## src/cpu_isa_pkg.sv

```systemverilog
/*
 * instruction set definitions: word widths, opcodes, alu and memory
 * operation codes, register and immediate instruction formats
 */
`default_nettype none

package cpu_isa_pkg;

    // data word and register file geometry
    localparam int XLEN   = 32;
    localparam int NREGS  = 32;
    localparam int REG_AW = 5;

    // major opcodes, top six bits of every instruction
    typedef enum logic [5:0] {
        OP_RTYPE = 6'h00,
        OP_ADDI  = 6'h08,
        OP_ORI   = 6'h0d,
        OP_LW    = 6'h23,
        OP_SW    = 6'h2b,
        OP_HALT  = 6'h3f
    } opcode_t;

    // register form function, low three bits of func
    typedef enum logic [2:0] {
        ALU_ADD,
        ALU_SUB,
        ALU_AND,
        ALU_OR,
        ALU_XOR,
        ALU_SLL,
        ALU_SRL,
        ALU_SLT
    } alu_op_t;

    typedef enum logic [1:0] {
        MEM_NONE,
        MEM_LOAD,
        MEM_STORE
    } mem_op_t;

    // pass returns operand 1 untouched, no user yet
    typedef enum logic {
        EX_OUT_ALU,
        EX_OUT_PASS
    } ex_out_sel_t;

    typedef struct packed {
        opcode_t           opcode;
        logic [REG_AW-1:0] rd;
        logic [REG_AW-1:0] rs1;
        logic [REG_AW-1:0] rs2;
        logic [10:0]       func;
    } r_form_t;

    // sw stores register rd at rs1 + imm
    typedef struct packed {
        opcode_t           opcode;
        logic [REG_AW-1:0] rd;
        logic [REG_AW-1:0] rs1;
        logic [15:0]       imm;
    } i_form_t;

    // one fetched word, two views
    typedef union packed {
        r_form_t r;
        i_form_t i;
    } instr_t;

endpackage

`default_nettype wire

```

## src/cpu_pipe_pkg.sv

```systemverilog
/*
 * pipeline definitions: reset pc, bus address width, stage registers,
 * hazard record, write-back port and wishbone request and response
 */
`default_nettype none

package cpu_pipe_pkg;

    // word addresses on the bus
    localparam int ADDR_W = 16;
    localparam logic [ADDR_W-1:0] RESET_PC = '0;

    // fetch register
    typedef struct packed {
        logic                        valid;
        logic [ADDR_W-1:0]           pc;
        cpu_isa_pkg::instr_t         instr;
    } if_id_t;

    // decode register, operands already read
    typedef struct packed {
        logic                              valid;
        cpu_isa_pkg::alu_op_t              alu_op;
        cpu_isa_pkg::ex_out_sel_t          ex_out_sel;
        logic [cpu_isa_pkg::XLEN-1:0]      alu_in0;
        logic [cpu_isa_pkg::XLEN-1:0]      alu_in1;
        cpu_isa_pkg::mem_op_t              mem_op;
        logic [cpu_isa_pkg::XLEN-1:0]      mem_wr_data;
        logic [cpu_isa_pkg::REG_AW-1:0]    dst_addr;
        logic                              gpr_we;
    } id_ex_t;

    // execute register
    typedef struct packed {
        logic                              valid;
        logic [cpu_isa_pkg::XLEN-1:0]      ex_out;
        cpu_isa_pkg::mem_op_t              mem_op;
        logic [cpu_isa_pkg::XLEN-1:0]      mem_wr_data;
        logic [cpu_isa_pkg::REG_AW-1:0]    dst_addr;
        logic                              gpr_we;
    } ex_mem_t;

    // pending writer seen by the decode interlock
    typedef struct packed {
        logic                              valid;
        logic [cpu_isa_pkg::REG_AW-1:0]    dst_addr;
        logic                              gpr_we;
    } hazard_t;

    typedef struct packed {
        logic                              we;
        logic [cpu_isa_pkg::REG_AW-1:0]    addr;
        logic [cpu_isa_pkg::XLEN-1:0]      data;
    } wb_wr_t;

    // wishbone classic, master side
    typedef struct packed {
        logic                              cyc;
        logic                              stb;
        logic                              we;
        logic [ADDR_W-1:0]                 adr;
        logic [cpu_isa_pkg::XLEN-1:0]      dat_w;
    } wb_req_t;

    typedef struct packed {
        logic                              ack;
        logic [cpu_isa_pkg::XLEN-1:0]      dat_r;
    } wb_rsp_t;

endpackage

`default_nettype wire

```

## src/if_stage.sv

```systemverilog
/*
 * instruction fetch: sequential pc, one wishbone read at a time,
 * fetch register toward decode
 */
`default_nettype none

module if_stage (
    input  wire                    clk,
    input  wire                    rst_n,
    input  wire                    halted,
    input  wire                    id_ready,
    output cpu_pipe_pkg::wb_req_t  bus_req,
    input  cpu_pipe_pkg::wb_rsp_t  bus_rsp,
    output cpu_pipe_pkg::if_id_t   if_id
);
    import cpu_pipe_pkg::*;

    logic              busy_q;
    logic [ADDR_W-1:0] pc_q;
    logic              ack;
    logic              slot_free;

    // ack only counts for our own open access
    assign ack = bus_rsp.ack && busy_q;
    // nothing can land in a full, stuck fetch register
    assign slot_free = !if_id.valid || id_ready;

    always_ff @(posedge clk or negedge rst_n) begin
        if (!rst_n) begin
            busy_q <= 1'b0;
            pc_q   <= RESET_PC;
            if_id  <= '0;
        end else begin
            // stb stays low for one cycle after ack
            if (ack) begin
                busy_q <= 1'b0;
                pc_q   <= pc_q + 1'b1;
            end else if (!busy_q && slot_free && !halted) begin
                busy_q <= 1'b1;
            end
            if (ack) begin
                if_id.valid <= 1'b1;
                if_id.pc    <= pc_q;
                if_id.instr <= bus_rsp.dat_r;
            end else if (id_ready) begin
                if_id.valid <= 1'b0;
            end
        end
    end

    // read only, address is the pc itself
    assign bus_req.cyc   = busy_q;
    assign bus_req.stb   = busy_q;
    assign bus_req.we    = 1'b0;
    assign bus_req.adr   = pc_q;
    assign bus_req.dat_w = '0;

endmodule

`default_nettype wire

```

## src/id_stage.sv

```systemverilog
/*
 * instruction decode: two-view decoder, register file with write-through,
 * read-after-write interlock, halt detection, decode register
 */
`default_nettype none

module id_stage (
    input  wire                    clk,
    input  wire                    rst_n,
    input  cpu_pipe_pkg::if_id_t   if_id,
    input  wire                    ex_ready,
    input  cpu_pipe_pkg::hazard_t  ex_haz,
    input  cpu_pipe_pkg::hazard_t  mem_haz,
    input  cpu_pipe_pkg::wb_wr_t   wb_wr,
    output cpu_pipe_pkg::id_ex_t   id_ex,
    output logic                   id_ready,
    output logic                   halted
);
    import cpu_isa_pkg::*;
    import cpu_pipe_pkg::*;

    logic [XLEN-1:0]   gpr [NREGS];
    instr_t            ins;
    logic              rtype;
    logic [REG_AW-1:0] src_a;
    logic [REG_AW-1:0] src_b;
    logic [XLEN-1:0]   rdata_a;
    logic [XLEN-1:0]   rdata_b;
    logic              use_a;
    logic              use_b;
    logic              is_halt;
    logic              stall;
    logic              id_ex_load;
    logic              consume;
    logic              issue;
    logic              halt_q;
    id_ex_t            id_ex_d;

    // register read, retiring value wins, r0 fixed at zero
    function automatic logic [XLEN-1:0] gpr_rd(input logic [REG_AW-1:0] a);
        if (a == '0) begin
            return '0;
        end
        if (wb_wr.we && wb_wr.addr == a) begin
            return wb_wr.data;
        end
        return gpr[a];
    endfunction

    function automatic logic haz_hit(input hazard_t h, input logic [REG_AW-1:0] src,
                                     input logic use_src);
        return use_src && src != '0 && h.valid && h.gpr_we && h.dst_addr == src;
    endfunction

    // all registers start at zero
    always_ff @(posedge clk or negedge rst_n) begin
        if (!rst_n) begin
            for (int k = 0; k < NREGS; k++) begin
                gpr[k] <= '0;
            end
        end else if (wb_wr.we && wb_wr.addr != '0) begin
            gpr[wb_wr.addr] <= wb_wr.data;
        end
    end

    assign ins   = if_id.instr;
    assign rtype = ins.r.opcode == OP_RTYPE;
    assign src_a = ins.r.rs1;
    // sw names its data register in rd
    assign src_b = rtype ? ins.r.rs2 : ins.i.rd;

    always_comb begin
        rdata_a = gpr_rd(src_a);
        rdata_b = gpr_rd(src_b);
    end

    always_comb begin
        id_ex_d             = '0;
        id_ex_d.alu_op      = ALU_ADD;
        id_ex_d.ex_out_sel  = EX_OUT_ALU;
        id_ex_d.alu_in0     = rdata_a;
        // sign-extended immediate by default
        id_ex_d.alu_in1     = {{(XLEN-16){ins.i.imm[15]}}, ins.i.imm};
        id_ex_d.mem_op      = MEM_NONE;
        id_ex_d.mem_wr_data = rdata_b;
        id_ex_d.dst_addr    = ins.i.rd;
        use_a               = 1'b1;
        use_b               = 1'b0;
        is_halt             = 1'b0;
        case (ins.r.opcode)
            OP_RTYPE: begin
                id_ex_d.alu_op   = alu_op_t'(ins.r.func[2:0]);
                id_ex_d.alu_in1  = rdata_b;
                id_ex_d.dst_addr = ins.r.rd;
                id_ex_d.gpr_we   = 1'b1;
                use_b            = 1'b1;
            end
            OP_ADDI: id_ex_d.gpr_we = 1'b1;
            OP_ORI: begin
                id_ex_d.alu_op  = ALU_OR;
                id_ex_d.alu_in1 = {{(XLEN-16){1'b0}}, ins.i.imm};
                id_ex_d.gpr_we  = 1'b1;
            end
            OP_LW: begin
                id_ex_d.mem_op = MEM_LOAD;
                id_ex_d.gpr_we = 1'b1;
            end
            OP_SW: begin
                id_ex_d.mem_op = MEM_STORE;
                use_b          = 1'b1;
            end
            OP_HALT: begin
                is_halt = 1'b1;
                use_a   = 1'b0;
            end
            // unknown opcode runs as a nop
            default: use_a = 1'b0;
        endcase
    end

    // older writers still in execute or memory
    assign stall = haz_hit(ex_haz, src_a, use_a) || haz_hit(ex_haz, src_b, use_b) ||
                   haz_hit(mem_haz, src_a, use_a) || haz_hit(mem_haz, src_b, use_b);

    assign id_ex_load = !id_ex.valid || ex_ready;
    assign id_ready   = !stall && !halt_q && id_ex_load;
    assign consume    = if_id.valid && id_ready;
    // halt itself leaves a bubble
    assign issue      = consume && !is_halt;

    always_ff @(posedge clk or negedge rst_n) begin
        if (!rst_n) begin
            id_ex  <= '0;
            halt_q <= 1'b0;
            halted <= 1'b0;
        end else begin
            if (id_ex_load) begin
                id_ex       <= id_ex_d;
                id_ex.valid <= issue;
            end
            if (consume && is_halt) begin
                halt_q <= 1'b1;
            end
            // wait for execute and memory to drain
            halted <= halt_q && !ex_haz.valid && !mem_haz.valid;
        end
    end

endmodule

`default_nettype wire

```

## src/ex_stage.sv

```systemverilog
/*
 * execute: eight-function alu, output select, execute register
 * and the bypass record for the instruction being executed
 */
`default_nettype none

module ex_stage (
    input  wire                    clk,
    input  wire                    rst_n,
    input  cpu_pipe_pkg::id_ex_t   id_ex,
    input  wire                    mem_ready,
    output cpu_pipe_pkg::ex_mem_t  ex_mem,
    output cpu_pipe_pkg::hazard_t  ex_haz,
    output logic                   ex_ready
);
    import cpu_isa_pkg::*;
    import cpu_pipe_pkg::*;

    logic [XLEN-1:0] alu_out;
    logic [XLEN-1:0] ex_out_in;
    logic [4:0]      shamt;

    // shifts take the low five bits only
    assign shamt = id_ex.alu_in1[4:0];

    always_comb begin
        case (id_ex.alu_op)
            ALU_ADD: alu_out = id_ex.alu_in0 + id_ex.alu_in1;
            ALU_SUB: alu_out = id_ex.alu_in0 - id_ex.alu_in1;
            ALU_AND: alu_out = id_ex.alu_in0 & id_ex.alu_in1;
            ALU_OR:  alu_out = id_ex.alu_in0 | id_ex.alu_in1;
            ALU_XOR: alu_out = id_ex.alu_in0 ^ id_ex.alu_in1;
            ALU_SLL: alu_out = id_ex.alu_in0 << shamt;
            ALU_SRL: alu_out = id_ex.alu_in0 >> shamt;
            // signed compare, result in bit 0
            ALU_SLT: alu_out = {{(XLEN-1){1'b0}},
                                $signed(id_ex.alu_in0) < $signed(id_ex.alu_in1)};
            default: alu_out = '0;
        endcase
    end

    always_comb begin
        case (id_ex.ex_out_sel)
            EX_OUT_ALU:  ex_out_in = alu_out;
            EX_OUT_PASS: ex_out_in = id_ex.alu_in1;
            default:     ex_out_in = alu_out;
        endcase
    end

    // register loads when empty or its content retires
    assign ex_ready = !ex_mem.valid || mem_ready;

    always_ff @(posedge clk or negedge rst_n) begin
        if (!rst_n) begin
            ex_mem <= '0;
        end else if (ex_ready) begin
            ex_mem.valid       <= id_ex.valid;
            ex_mem.ex_out      <= ex_out_in;
            ex_mem.mem_op      <= id_ex.mem_op;
            ex_mem.mem_wr_data <= id_ex.mem_wr_data;
            ex_mem.dst_addr    <= id_ex.dst_addr;
            ex_mem.gpr_we      <= id_ex.gpr_we;
        end
    end

    // bypass out for the decode interlock
    assign ex_haz.valid    = id_ex.valid;
    assign ex_haz.dst_addr = id_ex.dst_addr;
    assign ex_haz.gpr_we   = id_ex.gpr_we;

endmodule

`default_nettype wire

```

## src/mem_stage.sv

```systemverilog
/*
 * memory access and write-back: load and store over wishbone,
 * retirement into the register file, hazard record for decode
 */
`default_nettype none

module mem_stage (
    input  wire                    clk,
    input  wire                    rst_n,
    input  cpu_pipe_pkg::ex_mem_t  ex_mem,
    output cpu_pipe_pkg::wb_req_t  bus_req,
    input  cpu_pipe_pkg::wb_rsp_t  bus_rsp,
    output cpu_pipe_pkg::wb_wr_t   wb_wr,
    output cpu_pipe_pkg::hazard_t  mem_haz,
    output logic                   mem_ready
);
    import cpu_isa_pkg::*;
    import cpu_pipe_pkg::*;

    logic busy_q;
    logic is_mem;
    logic ack;
    logic retire;

    assign is_mem = ex_mem.valid && ex_mem.mem_op != MEM_NONE;
    assign ack    = bus_rsp.ack && busy_q;
    // alu result retires at once, memory ops on ack
    assign retire    = ex_mem.valid && (!is_mem || ack);
    assign mem_ready = !ex_mem.valid || retire;

    // one access per instruction, ex_mem holds until ack
    always_ff @(posedge clk or negedge rst_n) begin
        if (!rst_n) begin
            busy_q <= 1'b0;
        end else if (ack) begin
            busy_q <= 1'b0;
        end else if (is_mem) begin
            busy_q <= 1'b1;
        end
    end

    assign bus_req.cyc   = busy_q;
    assign bus_req.stb   = busy_q;
    assign bus_req.we    = ex_mem.mem_op == MEM_STORE;
    assign bus_req.adr   = ex_mem.ex_out[ADDR_W-1:0];
    assign bus_req.dat_w = ex_mem.mem_wr_data;

    assign wb_wr.we   = retire && ex_mem.gpr_we;
    assign wb_wr.addr = ex_mem.dst_addr;
    assign wb_wr.data = (ex_mem.mem_op == MEM_LOAD) ? bus_rsp.dat_r : ex_mem.ex_out;

    // cleared while retiring, decode sees the value via write-through
    assign mem_haz.valid    = ex_mem.valid && !retire;
    assign mem_haz.dst_addr = ex_mem.dst_addr;
    assign mem_haz.gpr_we   = ex_mem.gpr_we;

endmodule

`default_nettype wire

```

## src/wb_arbiter.sv

```systemverilog
/*
 * two-master wishbone classic arbiter, fixed priority to m0,
 * grant locked to its owner for the whole cycle
 */
`default_nettype none

module wb_arbiter (
    input  wire                    clk,
    input  wire                    rst_n,
    input  cpu_pipe_pkg::wb_req_t  m0_req,
    output cpu_pipe_pkg::wb_rsp_t  m0_rsp,
    input  cpu_pipe_pkg::wb_req_t  m1_req,
    output cpu_pipe_pkg::wb_rsp_t  m1_rsp,
    output cpu_pipe_pkg::wb_req_t  s_req,
    input  cpu_pipe_pkg::wb_rsp_t  s_rsp
);

    typedef enum logic [1:0] {
        OWN_NONE,
        OWN_M0,
        OWN_M1
    } owner_t;

    owner_t owner_q;
    owner_t grant;

    // current owner keeps the bus while cyc is high
    always_comb begin
        if (owner_q == OWN_M0 && m0_req.cyc) begin
            grant = OWN_M0;
        end else if (owner_q == OWN_M1 && m1_req.cyc) begin
            grant = OWN_M1;
        end else if (m0_req.cyc) begin
            grant = OWN_M0;
        end else if (m1_req.cyc) begin
            grant = OWN_M1;
        end else begin
            grant = OWN_NONE;
        end
    end

    always_ff @(posedge clk or negedge rst_n) begin
        if (!rst_n) begin
            owner_q <= OWN_NONE;
        end else begin
            owner_q <= grant;
        end
    end

    always_comb begin
        case (grant)
            OWN_M0:  s_req = m0_req;
            OWN_M1:  s_req = m1_req;
            default: s_req = '0;
        endcase
    end

    // ack only to the owner, read data shared
    assign m0_rsp.ack   = s_rsp.ack && grant == OWN_M0;
    assign m0_rsp.dat_r = s_rsp.dat_r;
    assign m1_rsp.ack   = s_rsp.ack && grant == OWN_M1;
    assign m1_rsp.dat_r = s_rsp.dat_r;

endmodule

`default_nettype wire

```

## src/cpu_top.sv

```systemverilog
/*
 * core top level: four pipeline stages and the bus arbiter
 */
`default_nettype none

module cpu_top (
    input  wire                    clk,
    input  wire                    rst_n,
    output cpu_pipe_pkg::wb_req_t  wb_req,
    input  cpu_pipe_pkg::wb_rsp_t  wb_rsp,
    output logic                   halted
);
    import cpu_pipe_pkg::*;

    if_id_t  if_id;
    id_ex_t  id_ex;
    ex_mem_t ex_mem;
    hazard_t ex_haz;
    hazard_t mem_haz;
    wb_wr_t  wb_wr;
    // per-master bus sides
    wb_req_t if_req;
    wb_rsp_t if_rsp;
    wb_req_t mem_req;
    wb_rsp_t mem_rsp;
    logic    id_ready;
    logic    ex_ready;
    logic    mem_ready;

    if_stage u_if (
        .clk      (clk),
        .rst_n    (rst_n),
        .halted   (halted),
        .id_ready (id_ready),
        .bus_req  (if_req),
        .bus_rsp  (if_rsp),
        .if_id    (if_id)
    );

    id_stage u_id (
        .clk      (clk),
        .rst_n    (rst_n),
        .if_id    (if_id),
        .ex_ready (ex_ready),
        .ex_haz   (ex_haz),
        .mem_haz  (mem_haz),
        .wb_wr    (wb_wr),
        .id_ex    (id_ex),
        .id_ready (id_ready),
        .halted   (halted)
    );

    ex_stage u_ex (
        .clk       (clk),
        .rst_n     (rst_n),
        .id_ex     (id_ex),
        .mem_ready (mem_ready),
        .ex_mem    (ex_mem),
        .ex_haz    (ex_haz),
        .ex_ready  (ex_ready)
    );

    mem_stage u_mem (
        .clk       (clk),
        .rst_n     (rst_n),
        .ex_mem    (ex_mem),
        .bus_req   (mem_req),
        .bus_rsp   (mem_rsp),
        .wb_wr     (wb_wr),
        .mem_haz   (mem_haz),
        .mem_ready (mem_ready)
    );

    // memory stage is m0 and wins ties
    wb_arbiter u_arb (
        .clk    (clk),
        .rst_n  (rst_n),
        .m0_req (mem_req),
        .m0_rsp (mem_rsp),
        .m1_req (if_req),
        .m1_rsp (if_rsp),
        .s_req  (wb_req),
        .s_rsp  (wb_rsp)
    );

endmodule

`default_nettype wire

```

## config.mk

```make
export PLATFORM = sky130hd
export DESIGN_NAME = cpu_top
export DESIGN_NICKNAME = d
export VERILOG_FILES = /design/src/cpu_isa_pkg.sv /design/src/cpu_pipe_pkg.sv /design/src/if_stage.sv /design/src/id_stage.sv /design/src/ex_stage.sv /design/src/mem_stage.sv /design/src/wb_arbiter.sv /design/src/cpu_top.sv
export SDC_FILE = /design/constraint.sdc
export NUM_CORES = 2
export LEC_CHECK = 0
export ABC_AREA = 1
export BUFFER_PORTS_ARGS = -buffer_cell sky130_fd_sc_hd__buf_2
export CAP_MARGIN = 15
export CELL_PAD_IN_SITES_DETAIL_PLACEMENT = 0
export CELL_PAD_IN_SITES_GLOBAL_PLACEMENT = 2
export CORE_ASPECT_RATIO = 1.4
export CORE_MARGIN = 5
export CORE_UTILIZATION = 38
export CTS_BUF_LIST = sky130_fd_sc_hd__clkbuf_8
export CTS_CLUSTER_SIZE = 30
export DETAILED_ROUTE_END_ITERATION = 7
export PLACE_DENSITY = 0.9
export SETUP_SLACK_MARGIN = 0.5
export SYNTH_ARGS = -nofsm -noshare
export SYNTH_HDL_FRONTEND = slang
export SYNTH_SLANG_ARGS = --single-unit
```

## constraint.sdc

```tcl
create_clock -name clk -period 3.9 [get_ports clk]
set_clock_uncertainty 0.2 [all_clocks]
set_input_delay 0.78 -clock clk [delete_from_list [all_inputs] [get_ports clk]]
set_output_delay 0.78 -clock clk [all_outputs]
set_load 0.01 [all_outputs]
```

==> metrics <==
initial core utilization=38.07%; CTS buffer count=213; Post-Syn Area=0.07502 mm2; HPWL after DPL=227.8 mm; Rel. slew slack=a little under a quarter; worst-path maximum fanout=36; first-pass GRT wire length=519.1 mm; Area after DPL=0.07945 mm2; Synthesized Nets=10900; largest net degree at the start of global routing=137; critical path launch point type=flip-flop; CTS root buffer=clkbuf_8; EDFF count, synth=0; yosys warns=0; ANT nets after route=0; min-delay worst type=primary input to flip-flop; commonest non-fill, non-tap cell in the layout=nand2_1; clk_lat worst skew=1.00 ns; vias in the first global route=74835; CTS Sinks=1260; CP arrival=between 4 and 5 ns; PD cells=778.9 mW/mm2; Slew @ Worst Pin=1.149 ns; Netlist cell types=54; Residual DRC=0; Final #Nets=between 10000 and 15000; iteration count of the initial detailed-routing pass=7; Peak VDD IR=0.5922 mV; Max-Cap Viols=0; Row Count=193; setup TNS=0 ns; critical path capture point type=flip-flop; Top Ports=87; final hold vios=0; final worst path period need=3.432 ns; Final Max Slew Viols=0; Clock transition at path regs=0.07 ns; post-layout util=between 40% and 50%; Total GRT Usage=33.81%; status=finished, final reports clean; worst reg2reg setup slack=0.47 ns; Synth async-reset ratio=100.0%; commonest non-fill, non-tap cells in the layout=nand2_1, o21ai_0, dfrtp_1; layout cells sized above 1=9.526%; Syn Area/Cell=6.969 um2; initial antenna violation count=24; RSZ-0062 raised after global routing=true; post-synthesis cell count=10765; aggregate routed wire length=~360 mm; Leak=0.03836 uW; Die ar.=0.2065 mm2; Final GP Congestion=1.058; 1st-iter DRT viols=9643; Via density=5.951; Die X=385.5 um; vias=around 80000; Die Ht=535.7 um; layout overhead on the synthesized area=13.56%; final period utilization=between 80% and 90%; H-tree lvl count=4; cell area after layout=0.08519 mm2; final setup vio count=0; sequential area share after synthesis=42.03%; core footprint=0.1970 mm2; IO buf count=86; CTS tree=yes; Yosys reg bits=1260; critical path class=flip-flop to flip-flop; Top FF cell, synth=dfrtp_1; Required @ worst endpoint=between 4 and 5 ns; total grt overflow=0; Max clock buf depth=4; FMAX=about 0.29 GHz; WL/cell=~27 um
[Yosys cell counts, types with 33 or more instances]
cell type | number | area, um2
nand2_2 | 35 | 219.0
nor2_1 | 722 | 2710
nand4_1 | 48 | 300.3
mux2i_1 | 33 | 330.3
inv_1 | 582 | 2185
buf_1 | 61 | 229.0
ha_1 | 98 | 1226
dfrtp_1 | 1260 | 31530
o211ai_1 | 100 | 750.7
buf_2 | 267 | 1336
clkbuf_1 | 570 | 2140
nand3_1 | 1223 | 6121
a21oi_1 | 409 | 2047
o22ai_1 | 196 | 1226
o21ai_1 | 102 | 510.5
o21ai_0 | 1714 | 8578
nand2_1 | 3112 | 11680
nor3_1 | 35 | 175.2
[path summary, 6_finish.rpt]
check,start,endpoint,cells after the start
min,wb_rsp[23],u_if.if_id[23],3
min in group asynchronous,rst_n,u_id.gpr[449],2
min reg2reg,u_id.gpr[1020],u_id.gpr[1020],0
max,u_if.if_id[16],u_id.id_ex[86],11
max in group asynchronous,rst_n,u_if.pc_q[3],4
max reg2reg,u_if.if_id[16],u_id.id_ex[86],11
[final cells by class]
class	instances	area [um2]
sequential	1260	31550
clock inverter	117	693.2
timing repair inverter	1	7.507
timing repair buffer	528	5296
antenna	13	32.53
inverter	593	2271
tap	2632	3293
clock buffer	264	3633
multi-input combinational	8007	38410
fill	20431	111900
[logic make-up after synthesis]
group,Yosys count,share of synthesized area [%]
and+or+nand+nor,5219,28.87
AOI/OAI and AO/OA,2626,18.66
buffers and inverters,1499,7.985
DFF,1260,42.03
adders and majority gates,100,1.688
muxes,33,0.4403
xor gates and xnor gates,28,0.3269
[repair_timing]
item,in CTS,in global routing
setup endpoints to repair,110,439
hold buffers,28,0
pin swaps,4,8
buffers inserted,8,22
gates cloned,4,10
gates resized for setup,29,87
hold endpoints to repair,474,0
[power breakdown]
| group | internal [uW] | switching (uW) |
|---|---|---|
| registers | 14100 | 1410 |
| clock network | 6490 | 5970 |
| logic | 10200 | 28100 |
| total | 30900 | 35500 |
[stage by stage]
stage / setup slack (ns) / hold WS (ns) / total power [uW] / std cells
after floorplan: 0.5899 / 0.2334 / 35280 / 10765
after global placement: 0.2531 / 0.1808 / 51440 / 12949
after detailed placement: 0.2611 / 0.1847 / 51480 / 12949
after CTS: 0.4436 / 0.0005717 / 64270 / 13370
after global routing: 0.3747 / 0.01727 / 68960 / 13404
final: 0.4684 / 0.02283 / 66350 / 13415
[worst max-delay path, cell delays in order, from the launching register on]
cell      delay, ns
dfrtp_4        0.64
inv_8          0.30
buf_12         0.26
buf_4          0.31
o21ai_0        0.12
o22ai_1        0.18
nand2_1        0.08
o211ai_1       0.11
nand3_1        0.16
nand3_1        0.38
nand3_2        0.33
o21ai_0        0.19
[state kept, by name, summed over array words and instances (netlist names)]
name,cells
u_id.gpr,1024
u_id.id_ex,108
u_ex.ex_mem,73
u_if.if_id,33
u_if.pc_q,16
u_arb.owner_q,2
u_id.halt_q,1
u_id.halted,1
u_if.busy_q,1
u_mem.busy_q,1
[metal layers]
| metal | wire (um) | GRT usage [%] | vias to the layer above |
|---|---|---|---|
| met5 | 154 | 0 | - |
| met4 | 33640 | 25.47 | 22 |
| met3 | 34370 | 8.201 | 1385 |
| met2 | 163700 | 53.04 | 4552 |
| met1 | 132800 | 40.09 | 38501 |
| li1 | - | - | 35377 |
Note: power is estimated with default switching activity, not from simulation.
